===== config.mk =====
export PLATFORM = sky130hd
export DESIGN_NAME = remote_port
export DESIGN_NICKNAME = d
export VERILOG_FILES = /design/src/verilog/remote_port_pkg.sv /design/src/verilog/eva_to_npa.sv /design/src/verilog/remote_fifo.sv /design/src/verilog/credit_counter.sv /design/src/verilog/fence_fsm.sv /design/src/verilog/network_tx.sv /design/src/verilog/remote_port.sv
export SDC_FILE = /design/constraint.sdc
export NUM_CORES = 1
export LEC_CHECK = 0
export BUFFER_PORTS_ARGS = -buffer_cell sky130_fd_sc_hd__buf_2
export CORE_MARGIN = 5
export CORE_UTILIZATION = 25
export CTS_CLUSTER_SIZE = 14
export DETAILED_ROUTE_END_ITERATION = 8
export GPL_TIMING_DRIVEN = 1
export SLEW_MARGIN = 20
export SYNTH_ARGS = -nofsm -noshare
export SYNTH_HDL_FRONTEND = slang
export SYNTH_SLANG_ARGS = --single-unit

===== constraint.sdc =====
create_clock -name clk_i -period 3 [get_ports clk_i]
set_input_delay 0.15 -clock clk_i [delete_from_list [all_inputs] [get_ports clk_i]]
set_output_delay 0.15 -clock clk_i [all_outputs]
set_load 0.005 [all_outputs]

===== src/verilog/remote_port_pkg.sv =====
`default_nettype none

package remote_port_pkg;

  localparam int data_width = 32;
  localparam int addr_width = 28;
  localparam int x_cord_width = 4;
  localparam int y_cord_width = 4;
  localparam int reg_id_width = 5;
  localparam int op_ex_width = 4;

  // tile array and the vcache row below it
  localparam int num_tiles_x = 4;
  localparam int dram_y_cord = 8;
  localparam int dram_block_offset_width = 3;
  localparam int dram_col_width = $clog2(num_tiles_x);

  localparam int max_out_credits = 8;
  localparam int credit_width = 4;

  localparam int req_fifo_depth = 4;
  localparam int ret_fifo_depth = 4;

  typedef enum logic [1:0] {
    e_remote_load,
    e_remote_store,
    e_remote_amo
  } packet_op_e;

  typedef enum logic [1:0] {
    e_return_ifetch,
    e_return_int_wb,
    e_return_float_wb,
    e_return_credit
  } return_type_e;

  typedef struct packed {
    logic [data_width-1:0]   addr;
    logic [data_width-1:0]   data;
    logic [op_ex_width-1:0]  mask;
    logic [op_ex_width-1:0]  amo_type;
    logic [reg_id_width-1:0] reg_id;
    logic                    write_not_read;
    logic                    is_amo;
    logic                    is_float;
  } remote_req_s;

  typedef struct packed {
    return_type_e            pkt_type;
    logic [reg_id_width-1:0] reg_id;
    logic [data_width-1:0]   data;
  } return_entry_s;

  // msb first, 87 bits
  typedef struct packed {
    packet_op_e              op;
    logic [op_ex_width-1:0]  op_ex;
    logic [reg_id_width-1:0] reg_id;
    logic [data_width-1:0]   payload;
    logic [addr_width-1:0]   addr;
    logic [y_cord_width-1:0] y_cord;
    logic [x_cord_width-1:0] x_cord;
    logic [y_cord_width-1:0] src_y_cord;
    logic [x_cord_width-1:0] src_x_cord;
  } network_packet_s;

  localparam int packet_width = $bits(network_packet_s);

endpackage

`default_nettype wire


===== src/verilog/eva_to_npa.sv =====
`timescale 1ns/1ns
`default_nettype none

module eva_to_npa (
  input  logic [remote_port_pkg::data_width-1:0]   eva_i,
  input  logic                                     dram_enable_i,
  input  logic [remote_port_pkg::x_cord_width-1:0] tgo_x_i,
  input  logic [remote_port_pkg::y_cord_width-1:0] tgo_y_i,
  output logic [remote_port_pkg::x_cord_width-1:0] x_cord_o,
  output logic [remote_port_pkg::y_cord_width-1:0] y_cord_o,
  output logic [remote_port_pkg::addr_width-1:0]   epa_o,
  output logic                                     is_invalid_addr_o
);

  // word address inside the dram region, region bit dropped
  logic [remote_port_pkg::data_width-4:0] dram_word;

  assign dram_word = eva_i[remote_port_pkg::data_width-2:2];

  always_comb begin
    if (eva_i[31]) begin
      // dram, blocks striped across columns
      x_cord_o = remote_port_pkg::x_cord_width'(
        dram_word[remote_port_pkg::dram_block_offset_width +: remote_port_pkg::dram_col_width]);
      y_cord_o = remote_port_pkg::y_cord_width'(remote_port_pkg::dram_y_cord);
      epa_o = remote_port_pkg::addr_width'({
        dram_word[remote_port_pkg::data_width-4:
          remote_port_pkg::dram_block_offset_width + remote_port_pkg::dram_col_width],
        dram_word[remote_port_pkg::dram_block_offset_width-1:0]});
      is_invalid_addr_o = ~dram_enable_i;
    end else if (eva_i[30]) begin
      // global tile
      x_cord_o = eva_i[27:24];
      y_cord_o = eva_i[23:20];
      epa_o = remote_port_pkg::addr_width'(eva_i[19:2]);
      is_invalid_addr_o = |eva_i[1:0];
    end else begin
      // group tile, offset from tile group origin
      x_cord_o = tgo_x_i + eva_i[27:24];
      y_cord_o = tgo_y_i + eva_i[23:20];
      epa_o = remote_port_pkg::addr_width'(eva_i[19:2]);
      is_invalid_addr_o = |eva_i[1:0];
    end
  end

endmodule

`default_nettype wire


===== src/verilog/remote_fifo.sv =====
`timescale 1ns/1ns
`default_nettype none

module remote_fifo #(
  parameter type entry_t = logic [7:0],
  parameter int  depth   = 4
) (
  input  logic   clk_i,
  input  logic   reset_i,
  input  logic   v_i,
  input  entry_t data_i,
  output logic   full_o,
  output logic   v_o,
  output entry_t data_o,
  input  logic   yumi_i
);

  entry_t mem [depth];

  logic [$clog2(depth)-1:0]   wptr_r;
  logic [$clog2(depth)-1:0]   rptr_r;
  logic [$clog2(depth+1)-1:0] count_r;

  assign full_o = (count_r == depth);
  assign v_o = (count_r != '0);
  assign data_o = mem[rptr_r];

  always_ff @(posedge clk_i) begin
    if (v_i) begin
      mem[wptr_r] <= data_i;
    end
  end

  always_ff @(posedge clk_i) begin
    if (reset_i) begin
      wptr_r <= '0;
      rptr_r <= '0;
      count_r <= '0;
    end else begin
      if (v_i) begin
        wptr_r <= (wptr_r == depth - 1) ? '0 : wptr_r + 1'b1;
      end
      if (yumi_i) begin
        rptr_r <= (rptr_r == depth - 1) ? '0 : rptr_r + 1'b1;
      end
      case ({v_i, yumi_i})
        2'b10:   count_r <= count_r + 1'b1;
        2'b01:   count_r <= count_r - 1'b1;
        default: count_r <= count_r;
      endcase
    end
  end

  // producer must watch full, consumer must watch valid
  assert property (@(posedge clk_i) disable iff (reset_i) !(v_i && full_o))
    else $error("remote_fifo: push while full");
  assert property (@(posedge clk_i) disable iff (reset_i) !(yumi_i && !v_o))
    else $error("remote_fifo: pop while empty");

endmodule

`default_nettype wire


===== src/verilog/credit_counter.sv =====
`timescale 1ns/1ns
`default_nettype none

module credit_counter (
  input  logic                                     clk_i,
  input  logic                                     reset_i,
  input  logic                                     take_i,
  input  logic                                     return_i,
  output logic [remote_port_pkg::credit_width-1:0] count_o,
  output logic                                     avail_o
);

  logic [remote_port_pkg::credit_width-1:0] count_r;

  assign count_o = count_r;
  assign avail_o = (count_r != '0);

  // take and return together leave the count alone
  always_ff @(posedge clk_i) begin
    if (reset_i) begin
      count_r <= remote_port_pkg::credit_width'(remote_port_pkg::max_out_credits);
    end else if (take_i && !return_i) begin
      count_r <= count_r - 1'b1;
    end else if (return_i && !take_i) begin
      count_r <= count_r + 1'b1;
    end
  end

  // network returns no more credits than were sent
  assert property (@(posedge clk_i) disable iff (reset_i)
    count_r <= remote_port_pkg::max_out_credits)
    else $error("credit_counter: count above limit");
  assert property (@(posedge clk_i) disable iff (reset_i)
    !(take_i && !return_i && count_r == '0))
    else $error("credit_counter: take with no credit");

endmodule

`default_nettype wire


===== src/verilog/fence_fsm.sv =====
`timescale 1ns/1ns
`default_nettype none

module fence_fsm (
  input  logic clk_i,
  input  logic reset_i,
  input  logic fence_i,
  input  logic credits_full_i,
  output logic send_en_o,
  output logic fence_done_o
);

  typedef enum logic {
    s_idle,
    s_drain
  } fence_state_e;

  fence_state_e state_r;
  fence_state_e state_n;

  // nothing leaves in the fence cycle itself
  assign send_en_o = (state_r == s_idle) && !fence_i;
  assign fence_done_o = (state_r == s_drain) && credits_full_i;

  always_comb begin
    state_n = state_r;
    case (state_r)
      s_idle: begin
        if (fence_i) begin
          state_n = s_drain;
        end
      end
      s_drain: begin
        if (credits_full_i) begin
          state_n = s_idle;
        end
      end
      default: state_n = s_idle;
    endcase
  end

  always_ff @(posedge clk_i) begin
    if (reset_i) begin
      state_r <= s_idle;
    end else begin
      state_r <= state_n;
    end
  end

endmodule

`default_nettype wire


===== src/verilog/network_tx.sv =====
`timescale 1ns/1ns
`default_nettype none

module network_tx (
  // request queue head
  input  logic                                     req_v_i,
  input  remote_port_pkg::remote_req_s             req_i,
  output logic                                     req_yumi_o,
  input  logic                                     credit_avail_i,
  input  logic                                     send_en_i,
  output logic                                     credit_take_o,
  output logic [remote_port_pkg::packet_width-1:0] out_packet_o,
  output logic                                     out_v_o,
  output logic                                     invalid_eva_access_o,
  output logic                                     req_credit_o,
  input  logic [remote_port_pkg::x_cord_width-1:0] tgo_x_i,
  input  logic [remote_port_pkg::y_cord_width-1:0] tgo_y_i,
  input  logic [remote_port_pkg::x_cord_width-1:0] my_x_i,
  input  logic [remote_port_pkg::y_cord_width-1:0] my_y_i,
  input  logic                                     dram_enable_i,
  // return queue head
  input  logic                                     ret_v_i,
  input  remote_port_pkg::return_entry_s           ret_i,
  input  logic                                     ret_full_i,
  output logic                                     ret_yumi_o,
  output logic                                     ifetch_v_o,
  output logic [remote_port_pkg::data_width-1:0]   ifetch_instr_o,
  output logic                                     int_resp_v_o,
  output logic [remote_port_pkg::reg_id_width-1:0] int_resp_rd_o,
  output logic [remote_port_pkg::data_width-1:0]   int_resp_data_o,
  output logic                                     int_resp_force_o,
  input  logic                                     int_resp_yumi_i,
  output logic                                     float_resp_v_o,
  output logic [remote_port_pkg::reg_id_width-1:0] float_resp_rd_o,
  output logic [remote_port_pkg::data_width-1:0]   float_resp_data_o,
  output logic                                     float_resp_force_o,
  input  logic                                     float_resp_yumi_i
);

  remote_port_pkg::network_packet_s out_packet;

  logic                                     is_invalid_addr;
  logic [remote_port_pkg::x_cord_width-1:0] x_cord;
  logic [remote_port_pkg::y_cord_width-1:0] y_cord;
  logic [remote_port_pkg::addr_width-1:0]   epa;
  logic                                     force_pop;

  eva_to_npa eva2npa (
    .eva_i            (req_i.addr),
    .dram_enable_i    (dram_enable_i),
    .tgo_x_i          (tgo_x_i),
    .tgo_y_i          (tgo_y_i),
    .x_cord_o         (x_cord),
    .y_cord_o         (y_cord),
    .epa_o            (epa),
    .is_invalid_addr_o(is_invalid_addr)
  );

  always_comb begin
    if (req_i.is_amo) begin
      out_packet.op = remote_port_pkg::e_remote_amo;
    end else if (req_i.write_not_read) begin
      out_packet.op = remote_port_pkg::e_remote_store;
    end else begin
      out_packet.op = remote_port_pkg::e_remote_load;
    end
    out_packet.op_ex = req_i.is_amo ? req_i.amo_type : req_i.mask;
    out_packet.reg_id = req_i.reg_id;
    // loads carry only the float flag back as load info
    if (req_i.write_not_read || req_i.is_amo) begin
      out_packet.payload = req_i.data;
    end else begin
      out_packet.payload = {{(remote_port_pkg::data_width-1){1'b0}}, req_i.is_float};
    end
    out_packet.addr = epa;
    out_packet.y_cord = y_cord;
    out_packet.x_cord = x_cord;
    out_packet.src_y_cord = my_y_i;
    out_packet.src_x_cord = my_x_i;
  end

  assign out_packet_o = out_packet;

  // send, drop or wait
  assign invalid_eva_access_o = req_v_i && is_invalid_addr;
  assign out_v_o = req_v_i && !is_invalid_addr && credit_avail_i && send_en_i;
  assign credit_take_o = out_v_o;
  assign req_yumi_o = out_v_o || invalid_eva_access_o;
  assign req_credit_o = req_yumi_o;

  assign ifetch_instr_o = ret_i.data;
  assign int_resp_rd_o = ret_i.reg_id;
  assign int_resp_data_o = ret_i.data;
  assign float_resp_rd_o = ret_i.reg_id;
  assign float_resp_data_o = ret_i.data;

  // a full return queue cannot wait on the core
  assign force_pop = ret_v_i && ret_full_i;

  always_comb begin
    ifetch_v_o = 1'b0;
    int_resp_v_o = 1'b0;
    int_resp_force_o = 1'b0;
    float_resp_v_o = 1'b0;
    float_resp_force_o = 1'b0;
    case (ret_i.pkt_type)
      remote_port_pkg::e_return_ifetch: begin
        ifetch_v_o = ret_v_i;
        ret_yumi_o = ret_v_i;
      end
      remote_port_pkg::e_return_float_wb: begin
        float_resp_v_o = ret_v_i;
        float_resp_force_o = force_pop;
        ret_yumi_o = (ret_v_i && float_resp_yumi_i) || force_pop;
      end
      remote_port_pkg::e_return_int_wb: begin
        int_resp_v_o = ret_v_i;
        int_resp_force_o = force_pop;
        ret_yumi_o = (ret_v_i && int_resp_yumi_i) || force_pop;
      end
      // credits never reach the core; discard
      default: ret_yumi_o = ret_v_i;
    endcase
  end

  always_comb begin
    assert final (!(ret_v_i && ret_i.pkt_type == remote_port_pkg::e_return_credit))
      else $error("network_tx: credit packet in return queue");
  end

endmodule

`default_nettype wire


===== src/verilog/remote_port.sv =====
`timescale 1ns/1ns
`default_nettype none

module remote_port (
  input  logic                                     clk_i,
  input  logic                                     reset_i,
  // core requests
  input  logic                                     remote_req_v_i,
  input  logic [remote_port_pkg::data_width-1:0]   remote_req_addr_i,
  input  logic [remote_port_pkg::data_width-1:0]   remote_req_data_i,
  input  logic [remote_port_pkg::op_ex_width-1:0]  remote_req_mask_i,
  input  logic [remote_port_pkg::op_ex_width-1:0]  remote_req_amo_type_i,
  input  logic [remote_port_pkg::reg_id_width-1:0] remote_req_reg_id_i,
  input  logic                                     remote_req_write_not_read_i,
  input  logic                                     remote_req_is_amo_i,
  input  logic                                     remote_req_is_float_i,
  output logic                                     remote_req_credit_o,
  input  logic                                     fence_i,
  output logic                                     fence_done_o,
  // network
  output logic [remote_port_pkg::packet_width-1:0] out_packet_o,
  output logic                                     out_v_o,
  input  logic                                     out_credit_i,
  input  logic                                     returned_v_i,
  input  remote_port_pkg::return_type_e            returned_type_i,
  input  logic [remote_port_pkg::reg_id_width-1:0] returned_reg_id_i,
  input  logic [remote_port_pkg::data_width-1:0]   returned_data_i,
  // location
  input  logic [remote_port_pkg::x_cord_width-1:0] tgo_x_i,
  input  logic [remote_port_pkg::y_cord_width-1:0] tgo_y_i,
  input  logic [remote_port_pkg::x_cord_width-1:0] my_x_i,
  input  logic [remote_port_pkg::y_cord_width-1:0] my_y_i,
  input  logic                                     dram_enable_i,
  // responses to core
  output logic                                     ifetch_v_o,
  output logic [remote_port_pkg::data_width-1:0]   ifetch_instr_o,
  output logic                                     int_resp_v_o,
  output logic [remote_port_pkg::reg_id_width-1:0] int_resp_rd_o,
  output logic [remote_port_pkg::data_width-1:0]   int_resp_data_o,
  output logic                                     int_resp_force_o,
  input  logic                                     int_resp_yumi_i,
  output logic                                     float_resp_v_o,
  output logic [remote_port_pkg::reg_id_width-1:0] float_resp_rd_o,
  output logic [remote_port_pkg::data_width-1:0]   float_resp_data_o,
  output logic                                     float_resp_force_o,
  input  logic                                     float_resp_yumi_i,
  output logic                                     invalid_eva_access_o
);

  remote_port_pkg::remote_req_s   req_in;
  remote_port_pkg::remote_req_s   req_head;
  remote_port_pkg::return_entry_s ret_in;
  remote_port_pkg::return_entry_s ret_head;

  logic req_head_v, req_yumi;
  logic ret_head_v, ret_yumi, ret_full;
  logic credit_take, credit_avail, credits_full, send_en;
  logic [remote_port_pkg::credit_width-1:0] credit_count;

  assign req_in.addr = remote_req_addr_i;
  assign req_in.data = remote_req_data_i;
  assign req_in.mask = remote_req_mask_i;
  assign req_in.amo_type = remote_req_amo_type_i;
  assign req_in.reg_id = remote_req_reg_id_i;
  assign req_in.write_not_read = remote_req_write_not_read_i;
  assign req_in.is_amo = remote_req_is_amo_i;
  assign req_in.is_float = remote_req_is_float_i;

  assign ret_in.pkt_type = returned_type_i;
  assign ret_in.reg_id = returned_reg_id_i;
  assign ret_in.data = returned_data_i;

  assign credits_full =
    (credit_count == remote_port_pkg::credit_width'(remote_port_pkg::max_out_credits));

  // core credit scheme keeps this queue from overflowing
  remote_fifo #(
    .entry_t(remote_port_pkg::remote_req_s),
    .depth  (remote_port_pkg::req_fifo_depth)
  ) req_fifo (
    .clk_i  (clk_i),
    .reset_i(reset_i),
    .v_i    (remote_req_v_i),
    .data_i (req_in),
    .full_o (),
    .v_o    (req_head_v),
    .data_o (req_head),
    .yumi_i (req_yumi)
  );

  remote_fifo #(
    .entry_t(remote_port_pkg::return_entry_s),
    .depth  (remote_port_pkg::ret_fifo_depth)
  ) ret_fifo (
    .clk_i  (clk_i),
    .reset_i(reset_i),
    .v_i    (returned_v_i),
    .data_i (ret_in),
    .full_o (ret_full),
    .v_o    (ret_head_v),
    .data_o (ret_head),
    .yumi_i (ret_yumi)
  );

  credit_counter credits (
    .clk_i   (clk_i),
    .reset_i (reset_i),
    .take_i  (credit_take),
    .return_i(out_credit_i),
    .count_o (credit_count),
    .avail_o (credit_avail)
  );

  fence_fsm fence (
    .clk_i         (clk_i),
    .reset_i       (reset_i),
    .fence_i       (fence_i),
    .credits_full_i(credits_full),
    .send_en_o     (send_en),
    .fence_done_o  (fence_done_o)
  );

  network_tx tx (
    .req_v_i             (req_head_v),
    .req_i               (req_head),
    .req_yumi_o          (req_yumi),
    .credit_avail_i      (credit_avail),
    .send_en_i           (send_en),
    .credit_take_o       (credit_take),
    .out_packet_o        (out_packet_o),
    .out_v_o             (out_v_o),
    .invalid_eva_access_o(invalid_eva_access_o),
    .req_credit_o        (remote_req_credit_o),
    .tgo_x_i             (tgo_x_i),
    .tgo_y_i             (tgo_y_i),
    .my_x_i              (my_x_i),
    .my_y_i              (my_y_i),
    .dram_enable_i       (dram_enable_i),
    .ret_v_i             (ret_head_v),
    .ret_i               (ret_head),
    .ret_full_i          (ret_full),
    .ret_yumi_o          (ret_yumi),
    .ifetch_v_o          (ifetch_v_o),
    .ifetch_instr_o      (ifetch_instr_o),
    .int_resp_v_o        (int_resp_v_o),
    .int_resp_rd_o       (int_resp_rd_o),
    .int_resp_data_o     (int_resp_data_o),
    .int_resp_force_o    (int_resp_force_o),
    .int_resp_yumi_i     (int_resp_yumi_i),
    .float_resp_v_o      (float_resp_v_o),
    .float_resp_rd_o     (float_resp_rd_o),
    .float_resp_data_o   (float_resp_data_o),
    .float_resp_force_o  (float_resp_force_o),
    .float_resp_yumi_i   (float_resp_yumi_i)
  );

endmodule

`default_nettype wire


# Yosys cells after proc, flatten, opt, wreduce, memory -nomap -nowiden
# Memory sizes are Yosys's and may differ from the RTL's. A register that Yosys moved wholly into a read port is not among the register bits.
# Index checks and enable logic that the tools add are counted.
dict set report classes {
  add_sub_neg 12
  n_eq_ne 12
  mux 35
  n_bitwise 2
  reduce_logical 27
}
# op count
set op_table {}
lappend op_table {{32-bit 2-to-1 mux} 1}
lappend op_table {{4-bit 2-to-1 mux} 7}
lappend op_table {{27-bit 2-to-1 mux} 1}
lappend op_table {{2-bit 2-to-1 mux} 9}
lappend op_table {{2-bit equality test, second input constant} 7}
lappend op_table {{1-bit 2-to-1 mux} 13}
lappend op_table {{3-bit case mux with 2 select lines} 2}
lappend op_table {{1-bit logical AND} 11}
lappend op_table {{2-bit by 1-bit adder with 2-bit output, second input constant} 4}
lappend op_table {{4-bit adder} 2}
lappend op_table {{3-bit by 1-bit adder with 3-bit output, second input constant} 2}
lappend op_table {{2-bit by 1-bit equality test with 1-bit output, second input constant} 3}
lappend op_table {{2-bit nonzero test} 3}
lappend op_table {{3-bit nonzero test} 2}
lappend op_table {{3-bit by 1-bit subtractor with 3-bit output, second input constant} 2}
lappend op_table {{4-bit by 1-bit adder with 4-bit output, second input constant} 1}
lappend op_table {{4-bit equality test, second input constant} 1}
lappend op_table {{1-bit logical NOT} 4}
lappend op_table {{1-bit logical OR} 4}
lappend op_table {{1-bit case mux with 2 select lines} 2}
lappend op_table {{4-bit nonzero test} 1}
lappend op_table {{4-bit by 1-bit subtractor with 4-bit output, second input constant} 1}
lappend op_table {{3-bit equality test, second input constant} 1}
lappend op_table {{2-bit logical NOT} 1}
lappend op_table {{2 further kinds} 3}
dict set report word_totals {
  reg_bits 19
  ram_bits 476
  out_inout_bits 202
  wordCells 98
  memories 2
}
# memory depth word_bits rd rd_ports_with_merged_regs write_ports line_no
set mem_list {}
lappend mem_list {req_fifo.mem 4 80 1 1 1 remote_fifo.sv:18} ;# entry_t mem [depth];
lappend mem_list {ret_fifo.mem 4 39 1 1 1 remote_fifo.sv:18}

# Longest topological paths before layout
dict set report depth {
  ltp_word 10
  mapped_depth 14
  mapped_depth_nobuf 13
}

# By module
# A second synthesis with hierarchy kept.
dict set report hier_totals {
  hier_cells 1018
  hier_area_um2 20458.4
}
# mod instances cells_per_inst area_each_um2
set by_module_without_submodules {}
lappend by_module_without_submodules {{remote_fifo (req_fifo)} 1 466 12075.3}
lappend by_module_without_submodules {{remote_fifo (ret_fifo)} 1 251 6067.1}
lappend by_module_without_submodules {network_tx 1 181 1353.8}
lappend by_module_without_submodules {eva_to_npa 1 86 633.1}
lappend by_module_without_submodules {credit_counter 1 29 271.5}
lappend by_module_without_submodules {fence_fsm 1 4 42.5}
lappend by_module_without_submodules {remote_port 1 1 15.0}

# Least setup slack after synthesis
# OpenSTA, ideal clock, no wires.
dict set report synth_timing {
  kind {reg-to-reg}
  start {reg (tool-made name)}
  end {reg ret_fifo.count_r[2]}
  setup_ns 0.070
  arrival_ns 2.827
  t_required_ns 2.930
  setup_slack_ns 0.103
  path_stages_with_launch 15
  n_path_buf 1
  path_cell_list {dfxtp_1 buf_2 mux4_2 inv_1 ha_1 mux2i_1 nand2_1 o21bai_1 inv_1 ha_1 inv_1 fa_1 xor2_1 or3_1 a21oi_1}
}
# element line_no
set synth_lines {}
lappend synth_lines {{end signal: assignment} remote_fifo.sv:47} ;# 2'b10: count_r <= count_r + 1'b1;
lappend synth_lines {{end signal: assignment} remote_fifo.sv:48} ;# 2'b01: count_r <= count_r - 1'b1;
lappend synth_lines {{end signal: assignment} remote_fifo.sv:49} ;# default: count_r <= count_r;
lappend synth_lines {{end: declaration} remote_fifo.sv:22} ;# logic [$clog2(depth+1)-1:0] count_r;

==> impl_metrics.toml <==
[status]
run_status = "finished, violations left"
violations = "negative setup slack"

[global_routing]
grt_max_degree = 65
grt_pass1_wl_um = 73300
grt_overflow_total = 0
antenna_found_initial = 8
grt_usage = 0.112
grt_pass1_vias = 11700

[floorplan]
start_util = 0.253
rows = 103
num_io_pins = 346
coreArea_um2 = 79100
die_area_um2 = 85700
die_w_um = 293
fp.dieH_um = 293

[critical_path]
crit_family = "multiplexers"
crit_chain = "buf_12 > buf_12 > mux4_2 > ha_4 > a21o_1 > a21oi_2 > xor2_1 > or3_1 > nand3_1 > buf_2"
cp_slowest_cell = "mux4_2"
arrival_ns = 2.92
cp.required_ns = 2.85
crit_path_max_fanout = 4
critPathCaptureType = "output port"
worst_setup_path_start_kind = "register"
max_stage_delay_ns = 0.55
critPathKind = "register to output port"
cp_num_buf_inv = 3
crit_top_cell = "buf_12"

[routing]
wl_um = 49600
via_count = 10800
drc = 0
wl_per_cell_um = 19.3
viasPerCell = 4.21
dr.pass1.iters = 4
drtIter0Drc = 485
ant_nets = 0

[power_and_ir_drop]
power.density_nw_per_um2 = 815
peakVddDrop_mv = 0.540
power.total_w = 0.0214
p_leak_nw = 9.27

[synthesis]
synth_area_um2 = 20000
synth-async-reset-ratio = 0
syn_avg_cell_area_um2 = 19.6
synth_cells = 1020
yosysSeqAreaShare = 0.738
syn_nets = 1192
yosysWarnings = 0
ys_types = 40
synth.ff_latch_count = 499
synth_ff_type = "edfxtp_1"
synth_edf_count = 476

[placement]
portBuffers = 328
post_dp_cell_area_um2 = 22500
placed_cells = 2311
gp_congestion = 0.801
dp_hpwl_um = 32300

[sta]
fin_crit_sh = 1.02
worstMarginPinSlew_ns = 1.05
rsz0062_at_grt = "true"
setup_tns_ns = -0.108
setup_ws_ns = -0.0687
hold_violations = 0
finalSetupViolCount = 2
post-route-min-period_ns = 3.07
max_freq_ghz = 0.326
fin_worst_skew_ns = 0.0426
max_slew_margin = 0.290
slew_viol_final = 0

[layout]
final_area_um2 = 26200
fin_cells = 2567
drive_above_1_share = 0.405
syn2layout_area_growth_pct = 31.1
final_util = 0.331
final_common_cell = "edfxtp_1"
nNetsFinal = 1636
final_cell_mix = "edfxtp_1, buf_2, dlygate4sd3_1"

[clocking]
clk_pin_slew_ns = 0.06
clk_latency_ns = 0.62
cts_max_level = 2
clockBufferDepth = 3
cts_buffers = 56
cts_tree = "yes"
root_buffer = "clkbuf_16"
cts_sinks = 499

[hold_path]
min_path_type = "input pin to register"

[run]
max_cap_viol_count = 0
-- synth_stat cells (all sizes together), types with 2 or more instances --
| master | number | area share |
|---|---|---|
| nand2 | 50 | 0.0094 |
| buf | 104 | 0.037 |
| or3 | 6 | 0.0019 |
| nor2b | 36 | 0.011 |
| o21ai | 12 | 0.0030 |
| a211oi | 3 | 0.0018 |
| mux2i | 11 | 0.0055 |
| and3 | 2 | 0.00063 |
| mux2 | 6 | 0.0034 |
| fa | 4 | 0.0040 |
| nor3 | 6 | 0.0015 |
| nand3b | 3 | 0.0011 |
| edfxtp | 476 | 0.71 |
| xor2 | 11 | 0.0048 |
| clkbuf | 13 | 0.0024 |
| and2 | 16 | 0.0050 |
| nor2 | 34 | 0.0064 |
| mux4 | 115 | 0.13 |
| a21oi | 21 | 0.0053 |
| dfxtp | 23 | 0.023 |
| a21o | 2 | 0.00075 |
| ha | 24 | 0.015 |
| inv | 24 | 0.0045 |
| nor3b | 3 | 0.0011 |
| nand2b | 4 | 0.0013 |
-- power by group --
| part | switching [W] | internal [W] |
|---|---|---|
| Sequential | 0.000161 | 0.00800 |
| Clock | 0.00280 | 0.00442 |
| Combinational | 0.00306 | 0.00293 |
| Total | 0.00602 | 0.0154 |
-- per-layer routing --
layer,wire length (µm),up-vias,GRT usage
met5,27,-,0
met4,1050,4,0.0291
met3,4280,73,0.0365
met2,24100,394,0.189
met1,20100,5497,0.140
li1,-,4833,-
-- worst paths after layout --
| check | startpoint | to | slack (ns) | cells past startpoint |
|---|---|---|---|---|
| worst max-delay path | register | out_packet_o[15] | -0.07 | 10 |
| worst min-delay path | dram_enable_i | register | 0.26 | 6 |
| worst min register to register | ret_fifo.rptr_r[0] | register | 0.50 | 2 |
| worst max register to register | register | req_fifo.count_r[2] | 0.11 | 12 |
-- tightest hold or removal path, delay by kind of cell --
kind,cells,cell delay (ns)
AO/OA/AOI/OAI,4,0.52
buffers and inverters,1,0.09
AND/OR/NAND/NOR,1,0.06
-- state kept, by name, indices dropped and copies added, names as in the netlist, 3 cells and up, named ones only --
name	count
credits.count_o	4
req_fifo.count_r	3
ret_fifo.mem	156
ret_fifo.count_r	3
req_fifo.mem	320
-- cells by family after synthesis --
family                     Yosys count  synth area share
DFF                                499             0.738
and+or+nand+nor                    163            0.0405
buffers and inverters              141            0.0440
muxes                              132             0.140
AOI/OAI and AO/OA                   44            0.0133
adders and majority gates           28            0.0190
xor gates and xnor gates            12           0.00526
other                                1          0.000188
-- cell type report --
type / instances / area (µm²)
antenna: 5 / 12.5
timing repair buffer: 503 / 3520
clock buffer: 69 / 1460
multi-input combinational: 380 / 4540
tap: 1050 / 1310
clock inverter: 37 / 514
inverter: 24 / 90.1
fill: 7649 / 52900
sequential: 499 / 14800
-- through the flow --
step                hold slack (ns)  worst slack, ns
global placement              0.300            0.259
detailed placement            0.300            0.209
global route                  0.246           -0.218
CTS                           0.131          -0.0704
floorplan                     0.249            0.103
finish                        0.259          -0.0687
-- what timing repair did --
| action | in CTS | in global routing |
|---|---|---|
| cloned | 2 | 1 |
| pin swaps | 5 | 12 |
| setup buffers | 13 | 4 |
| hold buffers | 125 | 0 |
| endpoints found under the hold margin | 490 | 0 |
| gates resized for setup | 17 | 23 |
| setup endpoints to repair | 48 | 17 |
(Power assumes the default switching activity.)
